**src/verilog/busPkg.sv**
```systemverilog
//----------------------------------------------------------
// Bus interface package
// Cycle kinds, T-states and the address pad word
//----------------------------------------------------------
package busPkg;

    //----------------------------------------------------------
    // Machine cycle kinds, supplied from outside with start
    //----------------------------------------------------------
    typedef enum logic [2:0] {
        kFetch    = 3'd0,
        kMemRead  = 3'd1,
        kMemWrite = 3'd2,
        kIoRead   = 3'd3,
        kIoWrite  = 3'd4,
        kIntAck   = 3'd5
    } cycleKind_e;

    //----------------------------------------------------------
    // T-states of one machine cycle
    //----------------------------------------------------------
    // Tw1 and Tw2 are the automatic waits of interrupt acknowledge
    typedef enum logic [2:0] {
        tIdle = 3'd0,
        tT1   = 3'd1,
        tT2   = 3'd2,
        tTw1  = 3'd3,
        tTw2  = 3'd4,
        tT3   = 3'd5,
        tT4   = 3'd6
    } tState_e;

    //----------------------------------------------------------
    // Address pad word
    //----------------------------------------------------------
    // Plain memory or I/O address
    // Or the refresh view shown during the refresh slots
    typedef union packed {
        logic [15:0] addr;
        struct packed {
            // Upper byte and bit 7 stay zero, no I register here
            logic [8:0] fill;
            logic [6:0] rfshCount;
        } rfshView;
    } busAddr_u;

endpackage

```
**src/verilog/busInterface.sv**
```systemverilog
//----------------------------------------------------------
// Bus interface unit
// Top level of the Z80 style machine cycle engine
//----------------------------------------------------------
`timescale 1ns/1ps

module busInterface import busPkg::*; (
    input  logic        setM1,
    input  logic        rstN,
    // Cycle request
    input  logic        start,
    input  cycleKind_e  kind,
    input  logic [15:0] addr,
    input  logic [7:0]  wrData,
    // Bus side inputs
    input  logic        memWait,
    input  logic        busReq,
    input  logic [7:0]  dataPins,
    // Control pins
    output logic        m1,
    output logic        mreq,
    output logic        iorq,
    output logic        rd,
    output logic        wr,
    output logic        rfsh,
    // Bus control
    output logic        busAck,
    output logic        ctrlOe,
    output logic        addrOe,
    // Address and data pads
    output logic [15:0] addrPins,
    output logic [7:0]  dataOut,
    output logic        dataOe,
    // Status
    output logic        busy,
    output logic        done,
    output logic [7:0]  rdData
);

    cycleKind_e curKind;
    tState_e    tState;
    logic       advance;
    logic       clear;
    logic       lastT;
    logic       waitPoint;
    logic       loadAddr;
    logic       loadRfsh;
    logic       captureData;

    //----------------------------------------------------------
    // Sequencing
    //----------------------------------------------------------
    tStateCounter u_tStateCounter (
        .setM1   (setM1),
        .rstN    (rstN),
        .advance (advance),
        .clear   (clear),
        .kind    (curKind),
        .tState  (tState),
        .lastT   (lastT)
    );

    cycleSequencer u_cycleSequencer (
        .setM1     (setM1),
        .rstN      (rstN),
        .start     (start),
        .kind      (kind),
        .busReq    (busReq),
        .memWait   (memWait),
        .waitPoint (waitPoint),
        .tState    (tState),
        .lastT     (lastT),
        .curKind   (curKind),
        .advance   (advance),
        .clear     (clear),
        .busAck    (busAck),
        .busy      (busy),
        .done      (done)
    );

    //----------------------------------------------------------
    // Pads
    //----------------------------------------------------------
    pinControl u_pinControl (
        .setM1       (setM1),
        .rstN        (rstN),
        .tState      (tState),
        .curKind     (curKind),
        .busAck      (busAck),
        .m1          (m1),
        .mreq        (mreq),
        .iorq        (iorq),
        .rd          (rd),
        .wr          (wr),
        .rfsh        (rfsh),
        .ctrlOe      (ctrlOe),
        .addrOe      (addrOe),
        .dataOe      (dataOe),
        .waitPoint   (waitPoint),
        .loadAddr    (loadAddr),
        .loadRfsh    (loadRfsh),
        .captureData (captureData)
    );

    padLatches u_padLatches (
        .setM1       (setM1),
        .rstN        (rstN),
        .start       (start),
        .addr        (addr),
        .wrData      (wrData),
        .dataPins    (dataPins),
        .loadAddr    (loadAddr),
        .loadRfsh    (loadRfsh),
        .captureData (captureData),
        .curKind     (curKind),
        .addrPins    (addrPins),
        .dataOut     (dataOut),
        .rdData      (rdData)
    );

endmodule

```
**src/verilog/cycleSequencer.sv**
```systemverilog
//----------------------------------------------------------
// Cycle sequencer
// Runs one machine cycle per start, inserts waits, grants the bus
//----------------------------------------------------------
`timescale 1ns/1ps

module cycleSequencer import busPkg::*; (
    input  logic       setM1,
    input  logic       rstN,
    input  logic       start,
    input  cycleKind_e kind,
    input  logic       busReq,
    input  logic       memWait,
    input  logic       waitPoint,
    input  tState_e    tState,
    input  logic       lastT,
    output cycleKind_e curKind,
    output logic       advance,
    output logic       clear,
    output logic       busAck,
    output logic       busy,
    output logic       done
);

    typedef enum logic [1:0] {
        sIdle    = 2'd0,
        sRun     = 2'd1,
        sHold    = 2'd2,
        sGranted = 2'd3
    } seqState_e;

    seqState_e state;
    seqState_e nextState;
    logic      accept;
    logic      waitTaken;
    logic      finish;

    //----------------------------------------------------------
    // Cycle control
    //----------------------------------------------------------
    // Bus request wins over a start seen at the same idle edge
    assign accept    = (state == sIdle) && start && !busReq;
    // Sampling state with WAIT high, hold the T-state one more cycle
    assign waitTaken = waitPoint && memWait;
    // Last T-state of a running cycle
    // The wait point never falls on the last T-state
    assign finish    = (state == sRun) && lastT;

    always_comb begin
        advance = 1'b0;
        unique case (state)
            sIdle:   advance = accept;
            sRun:    advance = !lastT && !waitTaken;
            // Still in the sampling state, WAIT is sampled again
            sHold:   advance = !memWait;
            default: advance = 1'b0;
        endcase
    end

    assign clear = finish;

    //----------------------------------------------------------
    // State machine
    //----------------------------------------------------------
    always_comb begin
        nextState = state;
        unique case (state)
            sIdle: begin
                if (busReq) begin
                    nextState = sGranted;
                end else if (start) begin
                    nextState = sRun;
                end
            end
            sRun: begin
                // busReq only counts at the last T-state
                if (lastT) begin
                    nextState = busReq ? sGranted : sIdle;
                end else if (waitTaken) begin
                    nextState = sHold;
                end
            end
            sHold: begin
                if (!memWait) begin
                    nextState = sRun;
                end
            end
            sGranted: begin
                // First edge with busReq low gives the bus back
                if (!busReq) begin
                    nextState = sIdle;
                end
            end
            default: nextState = sIdle;
        endcase
    end

    always_ff @(posedge setM1) begin
        if (!rstN) begin
            state   <= sIdle;
            done    <= 1'b0;
            curKind <= kFetch;
        end else begin
            state <= nextState;
            // Completion pulse in the cycle after the last T-state
            done  <= finish;
            if (accept) begin
                curKind <= kind;
            end
        end
    end

    // Busy also covers the grant so no start is taken meanwhile
    assign busy   = (state != sIdle);
    assign busAck = (state == sGranted);

endmodule

```
**src/verilog/padLatches.sv**
```systemverilog
//----------------------------------------------------------
// Pad latches
// Address, write and read data latches plus refresh counter
//----------------------------------------------------------
`timescale 1ns/1ps

module padLatches import busPkg::*; (
    input  logic        setM1,
    input  logic        rstN,
    input  logic        start,
    input  logic [15:0] addr,
    input  logic [7:0]  wrData,
    input  logic [7:0]  dataPins,
    input  logic        loadAddr,
    input  logic        loadRfsh,
    input  logic        captureData,
    input  cycleKind_e  curKind,
    output logic [15:0] addrPins,
    output logic [7:0]  dataOut,
    output logic [7:0]  rdData
);

    busAddr_u    addrWord;
    busAddr_u    rfshWord;
    logic [15:0] addrHold;
    logic [6:0]  rfshCount;
    logic        rfshStep;

    //----------------------------------------------------------
    // Refresh counter
    //----------------------------------------------------------
    // One step per refresh slot pair, wraps at 128
    assign rfshStep = loadRfsh && (curKind == kFetch || curKind == kIntAck);

    always_ff @(posedge setM1) begin
        if (!rstN) begin
            rfshCount <= '0;
        end else if (rfshStep) begin
            rfshCount <= rfshCount + 7'd1;
        end
    end

    always_comb begin
        rfshWord.rfshView.fill      = '0;
        rfshWord.rfshView.rfshCount = rfshCount;
    end

    //----------------------------------------------------------
    // Address and data latches
    //----------------------------------------------------------
    always_ff @(posedge setM1) begin
        // Request payload is only valid with start
        if (start) begin
            addrHold <= addr;
            dataOut  <= wrData;
        end
        // T3 keeps the old count on the word for T4
        if (loadAddr) begin
            addrWord.addr <= addrHold;
        end else if (loadRfsh) begin
            addrWord <= rfshWord;
        end
        // Last cycle of the capture state wins
        if (captureData) begin
            rdData <= dataPins;
        end
    end

    // T1 shows the held address before the word is loaded
    // T3 of a refresh slot shows the count directly
    always_comb begin
        if (loadAddr) begin
            addrPins = addrHold;
        end else if (loadRfsh) begin
            addrPins = rfshWord.addr;
        end else begin
            addrPins = addrWord.addr;
        end
    end

endmodule

```
**src/verilog/pinControl.sv**
```systemverilog
//----------------------------------------------------------
// Pin control
// Control pins, output enables and pad strobes per T-state
//----------------------------------------------------------
`timescale 1ns/1ps

module pinControl import busPkg::*; (
    input  logic       setM1,
    input  logic       rstN,
    input  tState_e    tState,
    input  cycleKind_e curKind,
    input  logic       busAck,
    output logic       m1,
    output logic       mreq,
    output logic       iorq,
    output logic       rd,
    output logic       wr,
    output logic       rfsh,
    output logic       ctrlOe,
    output logic       addrOe,
    output logic       dataOe,
    output logic       waitPoint,
    output logic       loadAddr,
    output logic       loadRfsh,
    output logic       captureData
);

    logic isT1;
    logic isT2;
    logic isTw1;
    logic isTw2;
    logic isT3;
    logic isT4;
    logic oeReady;

    // One-hot view of the registered T-state
    assign isT1  = (tState == tT1);
    assign isT2  = (tState == tT2);
    assign isTw1 = (tState == tTw1);
    assign isTw2 = (tState == tTw2);
    assign isT3  = (tState == tT3);
    assign isT4  = (tState == tT4);

    //----------------------------------------------------------
    // Control pins
    //----------------------------------------------------------
    // Decoded from the T-state and kind flops only
    // A held T-state keeps every pin steady
    always_comb begin
        m1     = 1'b0;
        mreq   = 1'b0;
        iorq   = 1'b0;
        rd     = 1'b0;
        wr     = 1'b0;
        rfsh   = 1'b0;
        dataOe = 1'b0;
        unique case (curKind)
            kFetch: begin
                m1   = isT1 | isT2;
                rd   = isT1 | isT2;
                // Second mreq pulse strobes the refresh address
                mreq = isT1 | isT2 | isT3 | isT4;
                rfsh = isT3 | isT4;
            end
            kMemRead: begin
                mreq = isT1 | isT2 | isT3;
                rd   = isT1 | isT2 | isT3;
            end
            kMemWrite: begin
                mreq   = isT1 | isT2 | isT3;
                // Data is on the bus a state before wr
                wr     = isT2 | isT3;
                dataOe = isT1 | isT2 | isT3;
            end
            kIoRead: begin
                iorq = isT2 | isT3 | isT4;
                rd   = isT2 | isT3 | isT4;
            end
            kIoWrite: begin
                iorq   = isT2 | isT3 | isT4;
                wr     = isT2 | isT3 | isT4;
                dataOe = isT1 | isT2 | isT3 | isT4;
            end
            kIntAck: begin
                m1   = isT1 | isT2 | isTw1 | isTw2;
                // Vector read window
                iorq = isTw1 | isTw2;
                mreq = isT3 | isT4;
                rfsh = isT3 | isT4;
            end
            default: begin
                m1 = 1'b0;
            end
        endcase
    end

    //----------------------------------------------------------
    // Strobes to the sequencer and pad latches
    //----------------------------------------------------------
    always_comb begin
        waitPoint   = 1'b0;
        captureData = 1'b0;
        unique case (curKind)
            kFetch: begin
                waitPoint   = isT2;
                captureData = isT2;
            end
            kMemRead: begin
                waitPoint   = isT2;
                captureData = isT3;
            end
            kMemWrite: waitPoint = isT2;
            kIoRead: begin
                waitPoint   = isT3;
                captureData = isT4;
            end
            kIoWrite: waitPoint = isT3;
            kIntAck: begin
                waitPoint   = isTw2;
                captureData = isTw2;
            end
            default: waitPoint = 1'b0;
        endcase
    end

    // Address pads follow the cycle address from T1
    assign loadAddr = isT1;
    // Refresh slot opens at T3 of fetch and interrupt acknowledge
    assign loadRfsh = isT3 && (curKind == kFetch || curKind == kIntAck);

    //----------------------------------------------------------
    // Output enables
    //----------------------------------------------------------
    // Low from reset until the first clean edge
    always_ff @(posedge setM1) begin
        if (!rstN) begin
            oeReady <= 1'b0;
        end else begin
            oeReady <= 1'b1;
        end
    end

    // Bus released to the requester while busAck is high
    assign ctrlOe = oeReady & ~busAck;
    assign addrOe = oeReady & ~busAck;

endmodule

```
**src/verilog/tStateCounter.sv**
```systemverilog
//----------------------------------------------------------
// T-state counter
// Holds the current T-state and walks each cycle kind's order
//----------------------------------------------------------
`timescale 1ns/1ps

module tStateCounter import busPkg::*; (
    input  logic       setM1,
    input  logic       rstN,
    input  logic       advance,
    input  logic       clear,
    input  cycleKind_e kind,
    output tState_e    tState,
    output logic       lastT
);

    tState_e nextT;
    tState_e lastState;

    //----------------------------------------------------------
    // Order table
    //----------------------------------------------------------
    // Memory cycles end at T3, every other kind at T4
    assign lastState = (kind == kMemRead || kind == kMemWrite) ? tT3 : tT4;
    assign lastT     = (tState == lastState);

    always_comb begin
        unique case (tState)
            // Any kind enters at T1
            tIdle:   nextT = tT1;
            tT1:     nextT = tT2;
            // Interrupt acknowledge inserts two automatic waits
            tT2:     nextT = (kind == kIntAck) ? tTw1 : tT3;
            tTw1:    nextT = tTw2;
            tTw2:    nextT = tT3;
            tT3:     nextT = (lastState == tT3) ? tIdle : tT4;
            tT4:     nextT = tIdle;
            default: nextT = tIdle;
        endcase
    end

    //----------------------------------------------------------
    // State register
    //----------------------------------------------------------
    // clear wins over advance, it ends the cycle after lastT
    always_ff @(posedge setM1) begin
        if (!rstN) begin
            tState <= tIdle;
        end else if (clear) begin
            tState <= tIdle;
        end else if (advance) begin
            tState <= nextT;
        end
    end

endmodule
```
**config.mk**
```make
export PLATFORM = sky130hd
export DESIGN_NAME = busInterface
export DESIGN_NICKNAME = d
export VERILOG_FILES = /design/src/verilog/busPkg.sv /design/src/verilog/busInterface.sv /design/src/verilog/cycleSequencer.sv /design/src/verilog/padLatches.sv /design/src/verilog/pinControl.sv /design/src/verilog/tStateCounter.sv
export SDC_FILE = /design/constraint.sdc
export NUM_CORES = 1
export LEC_CHECK = 0
export ABC_CLOCK_PERIOD_IN_PS = 3700
export BUFFER_PORTS_ARGS = -buffer_cell sky130_fd_sc_hd__buf_2
export CAP_MARGIN = 20
export CORE_AREA = 2 2 90 135
export DETAILED_ROUTE_END_ITERATION = 10
export DIE_AREA = 0 0 92 137
export PLACE_DENSITY = 0.48
export SLEW_MARGIN = 20
export SYNTH_ARGS = -nofsm -noshare
export SYNTH_HDL_FRONTEND = slang
export SYNTH_HIERARCHICAL = 1
export SYNTH_SLANG_ARGS = --single-unit
```
**constraint.sdc**
```tcl
create_clock -name setM1 -period 3.7 [get_ports setM1]
set_input_delay 0.555 -clock setM1 [delete_from_list [all_inputs] [get_ports setM1]]
set_output_delay 0.555 -clock setM1 [all_outputs]
set_load 0.02 [all_outputs]
```
[Word-level counts from Yosys, hierarchy flattened]
Cells that the tools add are included.
Storage, ports and cells
  flip-flop bits (word level): 65
  bits of input ports: 40
  word-level logic and storage cells: 91
Cells by class
  add/subtract/negate cells: 1
  eq/ne operators: 20
  mux-type cells: 25
  bitwise logic cells: 12
  reduce and logical (&&, ||, !) cells: 23
Operators with widths (number)
  $mux W16: 2
  $eq A3 B3 Y1 const B: 6
  $pmux W3 S6: 1
  $mux W2: 8
  $eq A3 B2 Y1 const B: 4
  $pmux W1 S3: 4
  $or A1 B1 Y1: 9
  $pmux W1 S2: 4
  $pmux W2 S4: 1
  $reduce_or A2 Y1: 4
  $add A7 B1 Y7 const B: 1
  $logic_and A1 B1 Y1: 7
  $eq A3 B1 Y1 const B: 2
  $logic_not A3 Y1: 2
  $mux W3: 2
  $eq A2 B2 Y1 const B: 2
  $logic_not A1 Y1: 4
  $ne A2 B2 Y1 const B: 2
  $pmux W1 S4: 1
  $reduce_and A4 Y1: 1
  $eq A3 B3 Y1: 1
  $ne A3 B1 Y1 const B: 1
  $ne A3 B3 Y1 const B: 1
  $reduce_or A3 Y1: 1
  7 further kinds: 10

[Depth between registers and ports, before layout]
Gate-level depths: netlist of the first run.
  word-level depth: 7
  gate-level depth with buffers: 11

[Hierarchy]
Netlist of the first run, hierarchy kept.
By module, submodules not included
  padLatches: times used 1, cells an instance 126, area an instance 1886.8 µm², seq. area each 1421.4 µm²
  pinControl: times used 1, cells an instance 64, area an instance 372.9 µm², seq. area each 20.0 µm²
  cycleSequencer: times used 1, cells an instance 33, area an instance 336.6 µm², seq. area each 120.1 µm²
  tStateCounter: times used 1, cells an instance 25, area an instance 202.7 µm², seq. area each 60.1 µm²

[Least setup slack after synthesis of the first run]
No wires, ideal clock.
  path kind: register to output
  from: register u_tStateCounter.tState[1]
  to: output port addrPins[14]
  data arrival time: 1.776 ns
  data required time: 3.145 ns
  path slack: 1.369 ns
  cell stages (with the launch flop): 6
  path buffers: 2
  cells stage by stage: dfxtp_1 and2b_1 nor2b_1 clkbuf_1 clkbuf_1 o21ai_0
On the way
  elaborated cells on any way between the ends: 5
RTL lines
  from (decl): line tStateCounter.sv:13  | output tState_e tState,
  from (signal assigned): line tStateCounter.sv:48  | tState <= tIdle;
  from (signal assigned): line tStateCounter.sv:50  | tState <= tIdle;
  from (signal assigned): line tStateCounter.sv:52  | tState <= nextT;
  $eq A3 B1 Y1: line pinControl.sv:37  | assign isT1 = (tState == tT1);
  net loadAddr: line busInterface.sv:46  | logic loadAddr;
  $mux W16: line padLatches.sv:72  | if (loadAddr) begin
  to (decl): line busInterface.sv:31  | output logic [15:0] addrPins,
The timed path passes the listed nets, and every way through them passes these cells.

[Final worst setup path of the first run]
  from: register u_tStateCounter.tState[1]
  to: output port addrPins[11]
On the way
  cells in the longest elaborated chain, start to end: 4
  elaborated cells on any way between the ends: 5
RTL lines
  $eq A3 B3 Y1: line pinControl.sv:41  | assign isT3 = (tState == tT3);
  $logic_and A1 B1 Y1: line pinControl.sv:129  | assign loadRfsh = isT3 && (curKind == kFetch || curKind == kIntAck);
  net loadRfsh: line busInterface.sv:47  | logic loadRfsh;
  $mux W16: line padLatches.sv:74  | end else if (loadRfsh) begin
  $mux W16: line padLatches.sv:72
The timed path passes the listed nets, and every way through them passes these cells.

==> results.json, run 1 <==
{
  "run_status": "finished, final reports clean",
  "cts_buffer_depth": 2,
  "post_cts_buffers": 0,
  "nNetsFinal": 372,
  "drt_iter0_drc": 46,
  "setup_violations": 0,
  "timing.setup.critical_path_class": "reg -> out",
  "place_hpwl_um": 4400,
  "area_delta_synth_final_pct": 30.6,
  "clk_root_buffer_cell": "clkbuf_16",
  "path_max_fanout": 13,
  "yosysUniqueCellTypes": 52,
  "fp.dieH_um": 137,
  "routed_via_density": 4.35,
  "postSynth.asyncResetShare_pct": 0,
  "row_count": 48,
  "antenna_violating_nets_post_route": 0,
  "whs_ps": 400,
  "critical_path_arrival_ps": 2490,
  "timing.critical_path.buf_inv": 2,
  "cpPeakStageDelay_ps": 560,
  "timing.rr.end": "u_tStateCounter/tState[2]",
  "intPower_mw": 1.68,
  "total_cell_area_at_the_placement_stage_um2": 3330,
  "leakage_dissipation_nw": 1.43,
  "postLayoutSetupSlackWorst_ps": 656,
  "design.portCount": 84,
  "vdd_ir_drop_max_mv": 0.356,
  "detail_route.drc_violations": 0,
  "timing.final.hold_violations": 0,
  "worst-slew-pin-transition_ps": 712,
  "drt_pre_antenna_iters": 4,
  "share_clk_of_total_power_pct": 38.3,
  "clock_sink_count": 65,
  "globalRouteTotalUtil_pct": 9.97,
  "syn_nets": 289,
  "power_frac_comb_pct": 22.4,
  "cts-buffers-inserted": 9,
  "cts_hold_repair.buffers": 0,
  "wirelength_um": 6170,
  "rsz_0062_raised_after_global_routing": "no",
  "htreeDepth": 3,
  "port_buffers": 83,
  "slew-limit-headroom_pct": 52.4,
  "final_common_cell": "buf_2",
  "netlist_instances": 248,
  "path_delay_family": "simple AND/OR/NAND/NOR gates",
  "worstHoldPathType": "in -> reg",
  "crit_path_top_delay_cell": "dfxtp_1",
  "die-width_um": 92,
  "clk_pin_slew_ps": 60,
  "ys.flop_type": "dfxtp_1",
  "max_freq_ghz": 0.329,
  "post_route_cells_drive_above_1_share_pct": 35.4,
  "layout_worst_path_cycle_share_pct": 82.3,
  "maxUsedRoutingLayer": "met4",
  "detail_route.wl_per_cell_um": 12.7,
  "num_antenna_cells": 0,
  "timing.hold.worst.start": "wrData[1]",
  "place_congestion": 0.757,
  "critical_path_required_ps": 3140,
  "whs_endpoint": "u_padLatches/dataOut[1]",
  "clock_skew_ps": 7.88,
  "final_area_um2": 3650,
  "cts_tree": "yes",
  "yosys_register_bits": 65,
  "final_util_pct": 32.0,
  "yosysWarnings": 6,
  "final_max_slew_viol_count": 0,
  "period_needed_ps": 3040,
  "post_layout_nonfiller_instances": 486,
  "cp_startpoint_kind": "register",
  "rr_startpoint": "u_cycleSequencer/curKind[1]",
  "routedLengthMet1_um": 2530,
  "setup-tns-final_ps": 0,
  "met2_wire_length_um": 3160,
  "via_count": 2115,
  "dr_wl_met3_um": 310,
  "endpoint_kind": "output pin",
  "fin_total_pwr_mw": 2.40,
  "crit_path_start": "u_tStateCounter/tState[1]",
  "seq_area_frac_synth_pct": 57.9,
  "global_route.overflow_total": 0,
  "setup.reg_to_reg.worst_slack_ps": 1050,
  "sequentialPowerShare_pct": 39.3,
  "r2r_cell_count": 9,
  "maximum_number_of_pins_on_one_net_before_global_route_repair": 26,
  "post_cts_resize_count": 0,
  "grt_pass1_wl_um": 9760,
  "grt_pass1_vias": 2022,
  "power_switching_uw": 718,
  "coreArea_um2": 11400,
  "placed_cells_incl_taps": 470,
  "synth_area_um2": 2800,
  "initial_utilization_pct": 24.5,
  "average_size_of_a_mapped_cell_um2": 11.3,
  "crit_chain": "and2b_1 > nand2_1 > nor3_2 > buf_4 > nor2_1 > a22o_1 > buf_2",
  "power_per_cell_area_nw_per_um2": 656,
  "grt_antenna_before_repair": 0,
  "power_switching_share_pct": 29.9,
  "post-place-ws_ps": 983,
  "clock_insertion_delay_at_the_later_pin_of_the_skew_report_ps": 330,
  "hold_path_depth": 1,
  "layout.cells.most_common_list": "buf_2, dfxtp_1, edfxtp_1",
  "maxCapViolCount": 0,
  "die_area_um2": 12600,
  "count_of_flip_flops_with_a_built_in_enable_after_synthesis": 32
}
cells in the mapped netlist, types with 2 or more instances:
library cell | instances | area [um^2]
o31ai_1 | 3 | 22.5
or3_1 | 4 | 25.0
o22ai_1 | 2 | 12.5
nor2b_1 | 8 | 50.1
nor3_1 | 5 | 25.0
clkbuf_1 | 4 | 15.0
a21oi_1 | 17 | 85.1
nand3_1 | 6 | 30.0
nor4_1 | 2 | 12.5
a22o_1 | 8 | 70.1
mux2i_1 | 12 | 120
buf_6 | 6 | 67.6
o311ai_0 | 2 | 17.5
buf_4 | 2 | 15.0
nor2_1 | 10 | 37.5
xor2_1 | 2 | 17.5
buf_2 | 3 | 15.0
edfxtp_1 | 32 | 961
dfxtp_1 | 33 | 661
a31oi_1 | 3 | 18.8
inv_1 | 6 | 22.5
nor3b_1 | 2 | 15.0
nand2b_1 | 6 | 37.5
o21ai_0 | 18 | 90.1
nand2_1 | 23 | 86.3
or4_1 | 3 | 22.5
worst max path at each step:
stage              endpoint  depth (start not counted)  slack, ps
3_5_place_dp    addrPins[8]                          7        980
4_1_cts        addrPins[11]                          7        610
6_report       addrPins[11]                          7        660
2_1_floorplan  addrPins[14]                          5       1370
5_1_grt         addrPins[8]                          7        430
3_3_place_gp   addrPins[11]                          7       1020
power by group through the flow:
| stage | Combinational (mW) | Sequential (mW) | Clock [mW] |
|---|---|---|---|
| finish | 0.537 | 0.943 | 0.919 |
| global route | 0.590 | 0.956 | 0.969 |
| CTS | 0.547 | 0.943 | 0.952 |
| detailed placement | 0.544 | 0.958 | 0 |
| global placement | 0.538 | 0.957 | 0 |
| floorplan | 0.372 | 0.944 | 0 |
state kept, by name, indices dropped and copies added (netlist names):
name	count
u_padLatches/addrWord	16
u_padLatches/rdData	8
u_cycleSequencer/done	1
u_cycleSequencer/state	2
u_padLatches/rfshCount	7
u_pinControl/oeReady	1
u_padLatches/dataOut	8
u_tStateCounter/tState	3
u_cycleSequencer/curKind	3
u_padLatches/addrHold	16
layer usage:
layer	vias up	global-route usage (%)
li1	1078	-
met1	961	11.0
met4	0	6.05
met3	11	2.75
met5	-	0
met2	65	17.0
area by class of cell:
cell class | count | area, um^2
inverters | 6 | 22.5
multi-input cells | 162 | 1050
well taps | 150 | 188
flip-flops and latches | 65 | 1620
clock inverters | 7 | 103
repair buffers | 87 | 445
fillers | 1201 | 7760
clock buffers | 9 | 225
kinds of logic (layout without fill, tap and decap cells):
family | after synthesis | after routing | share of synthesized area, %
and+or+nand+nor | 85 | 85 | 17.6
DFF | 65 | 65 | 57.9
AOI/OAI and AO/OA | 60 | 60 | 13.6
buffers and inverters | 21 | 109 | 4.83
muxes | 13 | 13 | 4.69
xor gates and xnor gates | 3 | 3 | 0.939
adders and majority gates | 1 | 1 | 0.447
Note: power is estimated with default switching activity, not from simulation.
==> inputs of run 2 (changes only) <==
Settings changed: ABC_AREA from default to 1, ABC_CLOCK_PERIOD_IN_PS 3700 to 2590, CORE_AREA 2 2 90 135 to 2 2 91 137, DIE_AREA 0 0 92 137 to 0 0 93 139, PLACE_DENSITY 0.48 to 0.49.
Clock period 3.7 ns to 2.59 ns, I/O delays scaled along.
==> run 2 against run 1 <==
  * Die area increased by 2.6%
  * First-iteration DRC count increased to 2.8 times the previous value
  * Clock skew about the same
  * Global-route usage increased by 1.8 points
  * Largest cell class unchanged
==> results.json, run 2 <==
{
  "run_status": "finished, final reports clean",
  "worst-slew-pin-transition_ps": 626,
  "clock_insertion_delay_at_the_later_pin_of_the_skew_report_ps": 330,
  "netlist.area_leader.share_pct": 33.5,
  "seq_area_frac_synth_pct": 56.5,
  "detail_route.wl_per_cell_um": 12.4,
  "clock_sink_count": 65,
  "slew-limit-headroom_pct": 57.7,
  "detail_route.drc_violations": 0,
  "rsz_0062_raised_after_global_routing": "no",
  "critical_path_required_ps": 2200,
  "grt_pass1_vias": 2455,
  "multi_input_area_um2": 1050,
  "ff_latch_area_um2": 1630,
  "yosysWarnings": 6,
  "worst_setup_path_endpoint": "addrPins[1]",
  "cts-buffers-inserted": 9,
  "sequentialPowerShare_pct": 36.7,
  "clk_root_buffer_cell": "clkbuf_16",
  "power_per_cell_area_nw_per_um2": 991,
  "coreArea_um2": 11800,
  "die-width_um": 93,
  "clock_skew_ps": 8.23,
  "post_cts_buffers": 0,
  "power_switching_mw": 1.28,
  "netlist_top_cells_area": "edfxtp_1, dfxtp_1, nand2_1",
  "grt_pass1_wl_um": 11700,
  "globalRouteTotalUtil_pct": 11.8,
  "path_max_fanout": 17,
  "grt_antenna_before_repair": 0,
  "setup-tns-final_ps": 0,
  "crit_path_start": "u_cycleSequencer/curKind[1]",
  "share_clk_of_total_power_pct": 34.2,
  "cts_buffer_depth": 2,
  "drt_pre_antenna_iters": 4,
  "wirelength_um": 7240,
  "power_switching_share_pct": 34.0,
  "crit_chain": "inv_1 > nand3_2 > a21oi_1 > buf_4 > inv_4 > nand2_1 > a21oi_1 > buf_2",
  "period_needed_ps": 2360,
  "initial_utilization_pct": 24.4,
  "hold_path_depth": 1,
  "nNetsFinal": 465,
  "timing.setup.critical_path_class": "reg -> out",
  "cts_tree": "yes",
  "clk_pin_slew_ps": 60,
  "drt_iter0_drc": 129,
  "vdd_ir_drop_max_mv": 0.294,
  "layout_worst_path_cycle_share_pct": 91.2,
  "maxCapViolCount": 0,
  "netlist_instances": 332,
  "timing.rr.end": "u_tStateCounter/tState[0]",
  "worst_path_most_repeated_cell": "a21oi_1",
  "global_route.overflow_total": 0,
  "largestRegisters": "u_padLatches/addrHold x16, u_padLatches/addrWord x16",
  "final_max_slew_viol_count": 0,
  "leakage_dissipation_nw": 1.73,
  "setup.reg_to_reg.worst_slack_ps": 430,
  "port_buffers": 83,
  "maximum_number_of_pins_on_one_net_before_global_route_repair": 26,
  "setup_violations": 0,
  "critical_path_arrival_ps": 1970,
  "routed_via_density": 4.22,
  "average_size_of_a_mapped_cell_um2": 8.64,
  "r2r_cell_count": 13,
  "postSynth.asyncResetShare_pct": 0,
  "cp_startpoint_kind": "register",
  "design.portCount": 84,
  "syn_nets": 373,
  "endpoint_kind": "output pin",
  "max_freq_ghz": 0.423,
  "timing.critical_path.buf_inv": 4,
  "worstHoldPathType": "in -> reg",
  "num_antenna_cells": 0,
  "synth_top_cells_by_count": "nand2_1, dfxtp_1, nor2_1, edfxtp_1, nand3_1",
  "final_area_um2": 3790,
  "place_congestion": 0.860,
  "fp.dieH_um": 139,
  "cpPeakStageDelay_ps": 450,
  "filler_cells": 1272,
  "final_common_cell": "nand2_1",
  "yosysUniqueCellTypes": 32,
  "count_of_flip_flops_with_a_built_in_enable_after_synthesis": 32,
  "synth_area_um2": 2870,
  "place_hpwl_um": 5480,
  "htreeDepth": 3,
  "crit_path_top_delay_cell": "dfxtp_2",
  "die_area_um2": 12900,
  "power_frac_comb_pct": 29.1,
  "synth.largest_area_cell": "edfxtp_1",
  "path_depth": 8,
  "yosysMostFrequentCell": "nand2_1",
  "cts_hold_repair.buffers": 0,
  "antenna_violating_nets_post_route": 0,
  "ys.flop_type": "dfxtp_1",
  "yosys_register_bits": 65,
  "path_delay_family": "buffers and inverters",
  "area_delta_synth_final_pct": 32.2,
  "total_cell_area_at_the_placement_stage_um2": 3470,
  "intPower_mw": 2.48,
  "post_route_cells_drive_above_1_share_pct": 31.0,
  "row_count": 49,
  "rr_startpoint": "u_cycleSequencer/curKind[0]",
  "via_count": 2454,
  "layout.cells.most_common_list": "nand2_1, buf_2, nor2_1",
  "timing.final.hold_violations": 0
}
[run 2: cell count changes in the layout (fill, tap and decap cells not counted), moves of 8 or more]
cell,before,now
mux2i_1,12,0
nor2_1,10,33
a21oi_1,17,30
nand3_1,6,32
inv_1,6,31
a22o_1,8,0
nand2_1,23,89
o21ai_0,18,5
inv_2,0,8
[run 2: routing by layer]
layer / share of wire (%) / GRT usage (%)
met1: 38 / 11.6
met2: 56 / 22.0
met3: 3.6 / 3.26
met4: 1.8 / 5.73
met5: 0 / 0
[run 2: worst min path at each step]
stage	startpoint	endpoint	slack (ps)
finish	addr[0]	u_padLatches/addrHold[0]	230
global route	addr[5]	u_padLatches/addrHold[5]	210
CTS	wrData[3]	u_padLatches/dataOut[3]	220
detailed placement	u_padLatches/addrHold[12]	u_padLatches/addrWord[12]	450
global placement	u_padLatches/addrHold[12]	u_padLatches/addrWord[12]	440
floorplan	rstN	u_pinControl/oeReady	420
[run 2: power by group through the flow]
| stage | Clock, mW | Sequential [mW] | Combinational [mW] |
|---|---|---|---|
| 2_1_floorplan | 0 | 1.41 | 0.736 |
| 3_3_place_gp | 0 | 1.39 | 1.10 |
| 3_5_place_dp | 0 | 1.40 | 1.11 |
| 4_1_cts | 1.32 | 1.38 | 1.11 |
| 5_1_grt | 1.38 | 1.40 | 1.22 |
| 6_report | 1.28 | 1.38 | 1.09 |
[run 2: worst register-to-register path: cells and delay by family, from the launching register on]
family          cells  cell delay, ps
compound gates      5             740
buf+inv             3             310
flops               1             450
simple gates        5             580
[run 2: layout make-up]
cell class,count,share of cell area (%)
sequential,65,42.9
multi-input combinational,219,27.7
timing repair buffer,87,11.7
clock buffer,9,5.94
tap,153,5.05
inverter,42,4.22
clock inverter,7,2.47
[run 2: cells by family (layout without fill, tap and decap cells)]
| group | count (synthesis) | after routing | synth area share, % |
|---|---|---|---|
| adders and majority gates | 1 | 1 | 0.436 |
| AOI/OAI and AO/OA | 41 | 41 | 7.72 |
| buffers and inverters | 48 | 145 | 6.89 |
| xor gates and xnor gates | 1 | 1 | 0.305 |
| and+or+nand+nor | 176 | 176 | 28.1 |
| DFF | 65 | 65 | 56.5 |
[run 2: metrics by stage]
stage,hold WS [ps],utilization (%),setup WS [ps],total power [mW],std cells
2_1_floorplan,416,-,515,2.14,332
5_1_grt,215,32.2,20.8,4.00,582
3_5_place_dp,451,29.5,306,2.51,566
4_1_cts,216,32.2,7.43,3.82,582
6_report,233,32.2,227,3.76,582
3_3_place_gp,440,29.5,363,2.49,566
[run 2: timing repair]
| item | 4_1_cts | 5_1_grt |
|---|---|---|
| resized for setup | 1 | 4 |
| setup endpoints to repair | 1 | 12 |
| gates cloned | 0 | 0 |
| hold endpoints to repair | 0 | 0 |
==> inputs of run 3 (changes only) <==
Settings changed: PLACE_DENSITY 0.49 to 0.55.
==> run 3 against run 2 <==
  * Hold slack worse by 0.89 ps
  * Sequential share of layout area is 0.071 points higher
  * Die area did not move
  * Final cell count down 0.17%
  * Fmax shrank 1.3%
  * Critical path depth decreased by 2
  * Via count fell by 0.37%
  * Clock skew about the same
  * Routed wire length is 3.3% lower
  * Clock power hardly changed
  * Largest power group unchanged
==> results.json, run 3 (synthesis gave the netlist of run 2 again) <==
{
  "clk_root_buffer_cell": "clkbuf_16",
  "run_status": "finished, final reports clean",
  "wirelength_um": 7000,
  "grt_pass1_wl_um": 11200,
  "cts-buffers-inserted": 9,
  "cts_tree": "yes",
  "via_count": 2445,
  "rsz_0062_raised_after_global_routing": "no",
  "worst-slew-pin-transition_ps": 584,
  "vdd_ir_drop_max_mv": 0.351,
  "post-place-ws_ps": 294,
  "layout.cells.most_common_list": "nand2_1, buf_2, nor2_1",
  "antenna_violating_nets_post_route": 0,
  "die-width_um": 93,
  "slew-limit-headroom_pct": 60.5,
  "placed_cells_incl_taps": 565,
  "cts_hold_repair.buffers": 0,
  "coreArea_um2": 11800,
  "clock_skew_ps": 8.01,
  "timing.final.hold_violations": 0,
  "final_util_pct": 32.2,
  "maxCapViolCount": 0,
  "layout_worst_path_cycle_share_pct": 92.4,
  "htreeDepth": 3,
  "num_antenna_cells": 0,
  "port_buffers": 83,
  "timing.setup.critical_path_class": "reg -> out",
  "fp.dieH_um": 139,
  "clock_insertion_delay_at_the_later_pin_of_the_skew_report_ps": 330,
  "final_common_cell": "nand2_1",
  "path_max_fanout": 16,
  "die_area_um2": 12900,
  "maximum_number_of_pins_on_one_net_before_global_route_repair": 26,
  "grt_antenna_before_repair": 0,
  "largestRegisters": "u_padLatches/addrHold x16, u_padLatches/addrWord x16",
  "place_congestion": 0.857,
  "row_count": 49,
  "initial_utilization_pct": 24.4,
  "cp_startpoint_kind": "register",
  "filler_cells": 1291,
  "routed_via_density": 4.21,
  "design.portCount": 84,
  "final_max_slew_viol_count": 0,
  "postLayoutSetupSlackWorst_ps": 197,
  "detail_route.wl_per_cell_um": 12.0,
  "critical_path_arrival_ps": 2000,
  "place_hpwl_um": 5230,
  "period_needed_ps": 2390,
  "critical_path_required_ps": 2200,
  "nNetsFinal": 464,
  "post_layout_nonfiller_instances": 581,
  "detail_route.drc_violations": 0,
  "post_route_cells_drive_above_1_share_pct": 30.8,
  "final_area_um2": 3790,
  "setup_violations": 0,
  "power_per_cell_area_nw_per_um2": 996,
  "setup-tns-final_ps": 0,
  "area_delta_synth_final_pct": 32.0,
  "worstHoldPathType": "in -> reg",
  "total_cell_area_at_the_placement_stage_um2": 3460,
  "endpoint_kind": "output pin",
  "grt_pass1_vias": 2371,
  "max_freq_ghz": 0.418,
  "clock_sink_count": 65,
  "clk_pin_slew_ps": 60,
  "drt_iter0_drc": 70,
  "globalRouteTotalUtil_pct": 11.0,
  "cts_buffer_depth": 2,
  "global_route.overflow_total": 0,
  "leakage_dissipation_nw": 1.72,
  "drt_pre_antenna_iters": 4
}
[run 3: final timing paths]
path                              from                         to  cells past startpoint  slack (ps)
max          u_tStateCounter/tState[0]                addrPins[0]                      6         200
min                           addr[11]  u_padLatches/addrHold[11]                      1         230
max reg2reg  u_tStateCounter/tState[0]  u_tStateCounter/tState[0]                     14         390
min reg2reg  u_padLatches/addrHold[14]  u_padLatches/addrWord[14]                      2         460
[run 3: metrics by stage]
| stage | hold slack, ps | power (mW) |
|---|---|---|
| detailed placement | 450 | 2.51 |
| global placement | 444 | 2.49 |
| floorplan | 416 | 2.14 |
| CTS | 217 | 3.84 |
| global route | 213 | 4.00 |
| finish | 232 | 3.77 |
[run 3: repair_timing]
item,in CTS,in global routing
resized for setup,0,5
buffers inserted,0,0
endpoints found under the setup margin,0,7
[run 3: metal layers]
| metal | up-vias | GRT usage (%) | routed length, um |
|---|---|---|---|
| met3 | 8 | 2.83 | 292 |
| met1 | 1109 | 12.3 | 2830 |
| met2 | 51 | 19.6 | 3780 |
| met4 | 0 | 4.64 | 97 |
| met5 | - | 0 | 0 |
| li1 | 1277 | - | - |
[run 3: worst max-delay path, cell delays in order (launching register included)]
cell     delay [ps]
dfxtp_1         600
nand3_1         200
inv_1           270
inv_2           220
nor2_1          160
a21oi_1          60
buf_2           170
[run 3: layout make-up]
cell class / instances / area [um^2] / area share, %
Tap cell: 153 / 191 / 5.05
Inverter: 42 / 160 / 4.23
Multi-Input combinational cell: 219 / 1050 / 27.7
Sequential cell: 65 / 1630 / 43.0
Timing Repair Buffer: 86 / 438 / 11.6
Clock inverter: 6 / 91.3 / 2.41
Clock buffer: 10 / 229 / 6.05
[run 3: report_power, final]
group	total (mW)	internal [mW]	switching (mW)	leakage, nW
sequential	1.38	1.28	0.104	0.583
clock	1.30	0.847	0.449	0.157
combinational	1.09	0.353	0.738	0.984
